**config.mk**
```make
export PLATFORM = sky130hd
export DESIGN_NAME = dll_ctrl_top
export DESIGN_NICKNAME = d
export VERILOG_FILES = /design/src/verilog/dll_pkg.sv /design/src/verilog/dll_loop_filter.sv /design/src/verilog/dll_lock_detect.sv /design/src/verilog/dll_code_ctrl.sv /design/src/verilog/dll_ctrl_top.sv
export SDC_FILE = /design/constraint.sdc
export NUM_CORES = 1
export LEC_CHECK = 0
export BUFFER_PORTS_ARGS = -buffer_cell sky130_fd_sc_hd__buf_2
export CAP_MARGIN = 20
export CORE_MARGIN = 1.5
export CORE_UTILIZATION = 43
export CTS_CLUSTER_SIZE = 25
export DETAILED_ROUTE_END_ITERATION = 10
export PLACE_DENSITY_LB_ADDON = 0.1
export SYNTH_ARGS = -nofsm -noshare
export SYNTH_HDL_FRONTEND = slang
export SYNTH_SLANG_ARGS = --single-unit
```
**constraint.sdc**
```tcl
create_clock -name i_clkp -period 2.6 [get_ports i_clkp]
set_clock_uncertainty 0.1 [all_clocks]
set_input_delay 0.13 -clock i_clkp [delete_from_list [all_inputs] [get_ports i_clkp]]
set_output_delay 0.13 -clock i_clkp [all_outputs]
set_load 0.02 [all_outputs]
```
**src/verilog/dll_pkg.sv**
```systemverilog
package dll_pkg;

	// ~~~~~~~~~~~~~~~~~~~~~~~~~~~~~~~~~~~~~~~~~~~~~~~~
	// widths with a meaning of their own.
	// ~~~~~~~~~~~~~~~~~~~~~~~~~~~~~~~~~~~~~~~~~~~~~~~~

	// control word of the delay line, 0 is the shortest delay.
	typedef logic [4:0] delay_code_t;

	// the loop filter integrates votes in two's complement.
	typedef logic signed [3:0] filt_acc_t;

	// settled sample count and vote run length.
	typedef logic [4:0] lock_cnt_t;

	// ~~~~~~~~~~~~~~~~~~~~~~~~~~~~~~~~~~~~~~~~~~~~~~~~
	// grouped signals.
	// ~~~~~~~~~~~~~~~~~~~~~~~~~~~~~~~~~~~~~~~~~~~~~~~~

	// one comparison of the phase detector.
	typedef struct packed {
		logic up;
		logic dn;
	} pd_sample_t;

	// step request towards the code register, never both bits.
	typedef struct packed {
		logic inc;
		logic dec;
	} step_t;

	// configuration transaction sent to the delay line.
	typedef struct packed {
		delay_code_t delay_code;
		logic        locked;
		logic        at_limit;
	} dll_cfg_t;

	// ~~~~~~~~~~~~~~~~~~~~~~~~~~~~~~~~~~~~~~~~~~~~~~~~
	// loop constants.
	// ~~~~~~~~~~~~~~~~~~~~~~~~~~~~~~~~~~~~~~~~~~~~~~~~

	localparam filt_acc_t   FILT_LIMIT = 4'sd4;
	localparam lock_cnt_t   LOCK_COUNT = 5'd16;
	localparam lock_cnt_t   MAX_RUN    = 5'd2;
	localparam delay_code_t CODE_RESET = 5'd16;

endpackage

```
**src/verilog/dll_loop_filter.sv**
```systemverilog
module dll_loop_filter
(
	input  logic                i_clkp,
	input  logic                i_dll_en,
	input  logic                i_take,
	input  dll_pkg::pd_sample_t i_pd,
	input  logic                i_stage_ready,
	output logic                o_stage_valid,
	output dll_pkg::step_t      o_step,
	output logic                o_take_ok
);

	import dll_pkg::*;

	logic      vote_up;
	logic      vote_dn;
	filt_acc_t acc_q;
	filt_acc_t acc_sum;
	filt_acc_t acc_next;
	step_t     step_next;
	step_t     step_q;
	logic      stage_valid_q;

	// a vote counts only when exactly one of the two bits is set.
	assign vote_up = i_pd.up & ~i_pd.dn;
	assign vote_dn = i_pd.dn & ~i_pd.up;

	// ~~~~~~~~~~~~~~~~~~~~~~~~~~~~~~~~~~~~~~~~~~~~~~~~
	// integrator.
	// ~~~~~~~~~~~~~~~~~~~~~~~~~~~~~~~~~~~~~~~~~~~~~~~~

	always_comb
	begin
		acc_sum = acc_q;
		if (vote_up)
		begin
			acc_sum = acc_q + 4'sd1;
		end
		else if (vote_dn)
		begin
			acc_sum = acc_q - 4'sd1;
		end
	end

	// reaching either limit emits one step and restarts the integration.
	always_comb
	begin
		acc_next = acc_sum;
		step_next = '0;
		if (acc_sum == FILT_LIMIT)
		begin
			acc_next = '0;
			step_next.inc = 1'b1;
		end
		else if (acc_sum == -FILT_LIMIT)
		begin
			acc_next = '0;
			step_next.dec = 1'b1;
		end
	end

	// ~~~~~~~~~~~~~~~~~~~~~~~~~~~~~~~~~~~~~~~~~~~~~~~~
	// stage register.
	// ~~~~~~~~~~~~~~~~~~~~~~~~~~~~~~~~~~~~~~~~~~~~~~~~

	// the stage can take a sample when it is empty or being drained.
	assign o_take_ok = ~stage_valid_q | i_stage_ready;

	always_ff @(posedge i_clkp or negedge i_dll_en)
	begin
		if (!i_dll_en)
		begin
			acc_q <= '0;
			step_q <= '0;
			stage_valid_q <= 1'b0;
		end
		else if (i_take)
		begin
			acc_q <= acc_next;
			step_q <= step_next;
			stage_valid_q <= 1'b1;
		end
		else if (i_stage_ready)
		begin
			stage_valid_q <= 1'b0;
		end
	end

	assign o_stage_valid = stage_valid_q;
	assign o_step = step_q;

endmodule

```
**src/verilog/dll_lock_detect.sv**
```systemverilog
module dll_lock_detect
(
	input  logic                i_clkp,
	input  logic                i_dll_en,
	input  logic                i_take,
	input  dll_pkg::pd_sample_t i_pd,
	output logic                o_locked
);

	import dll_pkg::*;

	logic      vote_up;
	logic      vote_dn;
	logic      last_up_q;
	logic      last_up_next;
	lock_cnt_t run_q;
	lock_cnt_t run_next;
	logic      run_over;
	lock_cnt_t settled_q;
	lock_cnt_t settled_next;
	logic      locked_q;
	logic      locked_next;

	assign vote_up = i_pd.up & ~i_pd.dn;
	assign vote_dn = i_pd.dn & ~i_pd.up;

	// ~~~~~~~~~~~~~~~~~~~~~~~~~~~~~~~~~~~~~~~~~~~~~~~~
	// run length of the last vote direction.
	// ~~~~~~~~~~~~~~~~~~~~~~~~~~~~~~~~~~~~~~~~~~~~~~~~

	// a zero run after reset makes the first vote start a run of one
	// whatever its direction.
	always_comb
	begin
		run_next = run_q;
		last_up_next = last_up_q;
		if (vote_up || vote_dn)
		begin
			if (vote_up != last_up_q)
			begin
				run_next = 5'd1;
				last_up_next = vote_up;
			end
			else if (run_q <= MAX_RUN)
			begin
				run_next = run_q + 5'd1;
			end
		end
	end

	assign run_over = run_next > MAX_RUN;

	// ~~~~~~~~~~~~~~~~~~~~~~~~~~~~~~~~~~~~~~~~~~~~~~~~
	// settled counter and lock decision.
	// ~~~~~~~~~~~~~~~~~~~~~~~~~~~~~~~~~~~~~~~~~~~~~~~~

	always_comb
	begin
		settled_next = settled_q;
		locked_next = locked_q;
		if (run_over)
		begin
			settled_next = '0;
			locked_next = 1'b0;
		end
		else
		begin
			if (settled_q != LOCK_COUNT)
			begin
				settled_next = settled_q + 5'd1;
			end
			locked_next = settled_next == LOCK_COUNT;
		end
	end

	// updates follow the input transfer, so the bit lines up with the filter step.
	always_ff @(posedge i_clkp or negedge i_dll_en)
	begin
		if (!i_dll_en)
		begin
			last_up_q <= 1'b0;
			run_q <= '0;
			settled_q <= '0;
			locked_q <= 1'b0;
		end
		else if (i_take)
		begin
			last_up_q <= last_up_next;
			run_q <= run_next;
			settled_q <= settled_next;
			locked_q <= locked_next;
		end
	end

	assign o_locked = locked_q;

endmodule

```
**src/verilog/dll_code_ctrl.sv**
```systemverilog
module dll_code_ctrl
(
	input  logic              i_clkp,
	input  logic              i_dll_en,
	input  logic              i_stage_valid,
	input  dll_pkg::step_t    i_step,
	input  logic              i_locked,
	output logic              o_stage_ready,
	output logic              o_cfg_valid,
	output dll_pkg::dll_cfg_t o_cfg,
	input  logic              i_cfg_ready
);

	import dll_pkg::*;

	delay_code_t code_q;
	delay_code_t code_next;
	logic        locked_q;
	logic        at_top;
	logic        at_bottom;
	logic        blocked;
	logic        report;
	logic        consume;
	logic        cfg_valid_q;
	dll_cfg_t    cfg_q;
	dll_cfg_t    cfg_next;

	// ~~~~~~~~~~~~~~~~~~~~~~~~~~~~~~~~~~~~~~~~~~~~~~~~
	// saturating code update.
	// ~~~~~~~~~~~~~~~~~~~~~~~~~~~~~~~~~~~~~~~~~~~~~~~~

	assign at_top = code_q == delay_code_t'('1);
	assign at_bottom = code_q == '0;

	always_comb
	begin
		code_next = code_q;
		blocked = 1'b0;
		if (i_step.inc)
		begin
			if (at_top)
			begin
				blocked = 1'b1;
			end
			else
			begin
				code_next = code_q + 5'd1;
			end
		end
		else if (i_step.dec)
		begin
			if (at_bottom)
			begin
				blocked = 1'b1;
			end
			else
			begin
				code_next = code_q - 5'd1;
			end
		end
	end

	// a sample that changes nothing is consumed without a transaction.
	assign report = (code_next != code_q) | (i_locked != locked_q) | blocked;

	always_comb
	begin
		cfg_next.delay_code = code_next;
		cfg_next.locked = i_locked;
		cfg_next.at_limit = blocked;
	end

	// ~~~~~~~~~~~~~~~~~~~~~~~~~~~~~~~~~~~~~~~~~~~~~~~~
	// output register and handshake.
	// ~~~~~~~~~~~~~~~~~~~~~~~~~~~~~~~~~~~~~~~~~~~~~~~~

	assign o_stage_ready = ~cfg_valid_q | i_cfg_ready;
	assign consume = i_stage_valid & o_stage_ready;

	always_ff @(posedge i_clkp or negedge i_dll_en)
	begin
		if (!i_dll_en)
		begin
			code_q <= CODE_RESET;
			locked_q <= 1'b0;
			cfg_valid_q <= 1'b0;
		end
		else
		begin
			if (consume)
			begin
				code_q <= code_next;
				locked_q <= i_locked;
			end
			if (consume && report)
			begin
				cfg_valid_q <= 1'b1;
			end
			else if (i_cfg_ready)
			begin
				cfg_valid_q <= 1'b0;
			end
		end
	end

	// the word only loads when a new transaction replaces a taken one.
	always_ff @(posedge i_clkp)
	begin
		if (consume && report)
		begin
			cfg_q <= cfg_next;
		end
	end

	assign o_cfg_valid = cfg_valid_q;
	assign o_cfg = cfg_q;

endmodule

```
**src/verilog/dll_ctrl_top.sv**
```systemverilog
module dll_ctrl_top
(
	input  logic                i_clkp,
	input  logic                i_dll_en,
	input  logic                i_pd_valid,
	input  dll_pkg::pd_sample_t i_pd,
	output logic                o_pd_ready,
	output logic                o_cfg_valid,
	output dll_pkg::dll_cfg_t   o_cfg,
	input  logic                i_cfg_ready
);

	import dll_pkg::*;

	logic  take_ok;
	logic  take;
	logic  stage_valid;
	logic  stage_ready;
	step_t step;
	logic  locked;

	// one transfer drives both blocks, so their results share a stage.
	assign take = i_pd_valid & take_ok;
	assign o_pd_ready = take_ok;

	// ~~~~~~~~~~~~~~~~~~~~~~~~~~~~~~~~~~~~~~~~~~~~~~~~
	// vote processing.
	// ~~~~~~~~~~~~~~~~~~~~~~~~~~~~~~~~~~~~~~~~~~~~~~~~

	dll_loop_filter dll_loop_filter_i
	(
		.i_clkp        (i_clkp),
		.i_dll_en      (i_dll_en),
		.i_take        (take),
		.i_pd          (i_pd),
		.i_stage_ready (stage_ready),
		.o_stage_valid (stage_valid),
		.o_step        (step),
		.o_take_ok     (take_ok)
	);

	// stage valid comes from the filter alone.
	dll_lock_detect dll_lock_detect_i
	(
		.i_clkp   (i_clkp),
		.i_dll_en (i_dll_en),
		.i_take   (take),
		.i_pd     (i_pd),
		.o_locked (locked)
	);

	// ~~~~~~~~~~~~~~~~~~~~~~~~~~~~~~~~~~~~~~~~~~~~~~~~
	// code register and configuration output.
	// ~~~~~~~~~~~~~~~~~~~~~~~~~~~~~~~~~~~~~~~~~~~~~~~~

	dll_code_ctrl dll_code_ctrl_i
	(
		.i_clkp        (i_clkp),
		.i_dll_en      (i_dll_en),
		.i_stage_valid (stage_valid),
		.i_step        (step),
		.i_locked      (locked),
		.o_stage_ready (stage_ready),
		.o_cfg_valid   (o_cfg_valid),
		.o_cfg         (o_cfg),
		.i_cfg_ready   (i_cfg_ready)
	);

endmodule

```
==> flow_metrics.env <==
export IMPL_status="completed"
export IMPL_yosys_warnings=0
export IMPL_total_power_uw=2010
export IMPL_vias_per_cell=5.46
export IMPL_worst_path_fanout_max=6
export IMPL_cts_inserted_buffers=5
export IMPL_timing_final_crit_share_pct=80.7
export IMPL_number_of_cells_produced_by_synthesis=197
export IMPL_sinks_on_the_clock_net=33
export IMPL_antenna_found_initial=0
export IMPL_synth_net_count=213
export IMPL_antennaDiodeCount=0
export IMPL_totalNegativeSetupSlack_ns=0
export IMPL_timing_hold_worst_start="i_cfg_ready"
export IMPL_detail_route_antenna_nets=0
export IMPL_area_growth_synth_to_final_pct=10.0
export IMPL_tritoncts_clock_tree="built"
export IMPL_slew_headroom_pct=58.1
export IMPL_fp_dieH_um=70.2
export IMPL_global_route_usage_total_pct=16.0
export IMPL_crit_path_start="dll_lock_detect_i.run_q[0]"
export IMPL_root_buffer="clkbuf_8"
export IMPL_design_die_area_um2=4920
export IMPL_timing_critical_path_required_ns=2.67
export IMPL_hold_viol=0
export IMPL_worst_endpoint_arrival_ns=2.16
export IMPL_synth_yosys_seq_area_share_pct=44.5
export IMPL_syn_mean_instance_area_um2=9.84
export IMPL_cts_path_max_buffers=2
export IMPL_max_clock_freq_ghz=0.477
export IMPL_dr_pass1_iters=4
export IMPL_drt_total_wl_um=3560
export IMPL_gp_congestion=0.809
export IMPL_netlist_area_um2=1940
export IMPL_mostFrequentLayoutCells="25 x dfrtp_1, 20 x nand2_1, 15 x o21ai_0, 14 x inv_1, 14 x buf_2"
export IMPL_finish_net_count=229
export IMPL_maxCapViolCount=0
export IMPL_grt_pass1_wl_um=6180
export IMPL_rsz0062_at_grt="false"
export IMPL_ir_worst_vdd_mv=0.433
export IMPL_post_route_cells_drive_above_1_share_pct=17.3
export IMPL_fillCellCount=398
export IMPL_power_density_nw_per_um2=944
export IMPL_die_width_um=70.2
export IMPL_worst_setup_hold_path_clk_slew_ns=0.07
export IMPL_dr_total_vias=1453
export IMPL_grt_overflow=0
export IMPL_clock_latency_ns=0.28
export IMPL_synth_seq_cells=33
export IMPL_yosysUniqueCellTypes=48
export IMPL_grt_max_degree=27
export IMPL_critPathCaptureType="flip-flop"
export IMPL_depth_of_the_cts_h_tree=2
export IMPL_rr_startpoint="dll_lock_detect_i.run_q[0]"
export IMPL_hold_path_class="in -> reg"
export IMPL_layout_cells_most_common="dfrtp_1"
export IMPL_drt_drc_violations_left=0
export IMPL_floorplan_rows=24
export IMPL_pin_slew_with_the_least_headroom_to_its_limit_ns=0.626
export IMPL_timing_critical_path_from_type="flip-flop"
export IMPL_r2r_slack_ns=0.50
export IMPL_io_buffer_count=14
export IMPL_floorplan_initialDensity_pct=44.5
export IMPL_period_minus_slack_ns=2.10
export IMPL_wire_per_inst_um=13.4
export IMPL_timing_final_max_slew_violations=0
export IMPL_static_leakage_power_uw=0.00100
export IMPL_drtIter0Drc=100
export IMPL_finish_instance_area_um2=2130
export IMPL_post_dp_hpwl_um=2570
export IMPL_placed_area_um2=2030
export IMPL_report_final_setup_viol=0
export IMPL_floorplan_core_area_um2=4350
export IMPL_worst_setup_path_type="reg -> reg"
export IMPL_io_pins=15
export IMPL_first_global_vias=1341
## cell usage after synthesis (all sizes together)
| library cell | n | area (um2) |
|---|---|---|
| nand4bb | 1 | 11.3 |
| nand4 | 2 | 12.5 |
| inv | 14 | 52.6 |
| nand3b | 3 | 22.5 |
| edfxtp | 7 | 210 |
| nand3 | 6 | 30.0 |
| clkbuf | 3 | 11.3 |
| o41ai | 1 | 8.76 |
| nor4bb | 1 | 10.0 |
| or4b | 1 | 13.8 |
| a31oi | 2 | 12.5 |
| a311oi | 1 | 8.76 |
| a41o | 1 | 10.0 |
| a31o | 2 | 17.5 |
| nor4 | 1 | 6.26 |
| o211ai | 3 | 22.5 |
| a221oi | 1 | 8.76 |
| a21oi | 8 | 47.6 |
| o21a | 1 | 7.51 |
| ha | 10 | 125 |
| mux2 | 5 | 60.1 |
| nand2b | 4 | 32.5 |
| nor2b | 2 | 12.5 |
| dfrtp | 25 | 626 |
| a22o | 3 | 26.3 |
| o31ai | 3 | 27.5 |
| nand2 | 20 | 75.1 |
| xor2 | 6 | 52.6 |
| o21ai | 15 | 75.1 |
| and2 | 8 | 51.3 |
| nor3 | 7 | 35.0 |
| a21o | 5 | 37.5 |
| o221a | 1 | 11.3 |
| nor2 | 9 | 33.8 |
| xnor2 | 4 | 35.0 |
| buf | 5 | 40.0 |
| dfstp | 1 | 26.3 |
| or4 | 1 | 7.51 |
| or3 | 1 | 6.26 |
| and3 | 3 | 18.8 |
## worst paths after layout
path                                              endpoint  cells past startpoint
max                         dll_lock_detect_i.settled_q[0]                      7
min                        dll_loop_filter_i.o_stage_valid                      3
max reg2reg                 dll_lock_detect_i.settled_q[0]                      7
min reg2reg                     dll_lock_detect_i.run_q[3]                      1
max in group asynchronous       dll_loop_filter_i.acc_q[1]                      2
min in group asynchronous        dll_code_ctrl_i.code_q[2]                      2
## state kept, by name, summed over array words and instances, names as in the netlist
| register | flops |
|---|---|
| dll_code_ctrl_i.code_q | 5 |
| dll_lock_detect_i.last_up_q | 1 |
| dll_loop_filter_i.o_step | 2 |
| dll_lock_detect_i.settled_q | 5 |
| dll_loop_filter_i.o_stage_valid | 1 |
| dll_loop_filter_i.acc_q | 4 |
| dll_lock_detect_i.run_q | 5 |
| dll_code_ctrl_i.locked_q | 1 |
| dll_code_ctrl_i.o_cfg | 7 |
| dll_code_ctrl_i.o_cfg_valid | 1 |
| dll_lock_detect_i.o_locked | 1 |
## where the power goes
| group | internal [uW] | leakage, uW | switching [uW] |
|---|---|---|---|
| logic | 363 | 0.000556 | 406 |
| registers | 684 | 0.000400 | 191 |
| clock network | 185 | 0.0000450 | 184 |
## timing repair
item,CTS,global route
resized for setup,0,0
hold endpoints to repair,26,0
hold buffers,2,0
setup buffers,0,0
## critical path: stages, from the launching register on
cell      delay [ns]
dfrtp_1         0.44
inv_1           0.07
ha_1            0.30
nor2_1          0.14
o211ai_1        0.09
a31oi_1         0.34
o21ai_0         0.19
mux2_2          0.30
## cell families after synthesis
kind of cell             share of synthesized area, %
AO/OA/AOI/OAI                                    16.6
AND/OR/NAND/NOR                                  19.5
buffers and inverters                            5.35
flip-flops                                       44.5
multiplexers                                     3.10
XOR/XNOR                                         4.52
adder cells (fa/ha/maj)                          6.45
## cell type report
class | instances | area (um2) | share of cell area (%)
multi-input cells | 142 | 973 | 45.6
flip-flops and latches | 33 | 862 | 40.4
repair buffers | 17 | 97.6 | 4.57
clock buffers | 6 | 72.6 | 3.40
well taps | 52 | 65.1 | 3.05
inverters | 14 | 52.6 | 2.46
clock inverters | 2 | 10.0 | 0.469
## per-layer routing
layer	routed length (um)	vias up	global-route usage (%)
li1	-	730	-
met1	1830	692	22.7
met2	1540	25	22.8
met3	139	6	5.19
met4	51	0	5.98
met5	0	-	0
## through the flow
stage	util (%)	hold WS (ns)	std cells	setup slack (ns)
2_1_floorplan	-	-0.266	197	0.782
3_3_place_gp	46.6	0.0816	256	0.631
3_5_place_dp	46.6	0.0833	256	0.535
4_1_cts	49.0	0.0772	266	0.529
5_1_grt	49.0	0.0954	266	0.330
6_report	49.0	0.0793	266	0.502
Power figures use the tool's default switching activity.
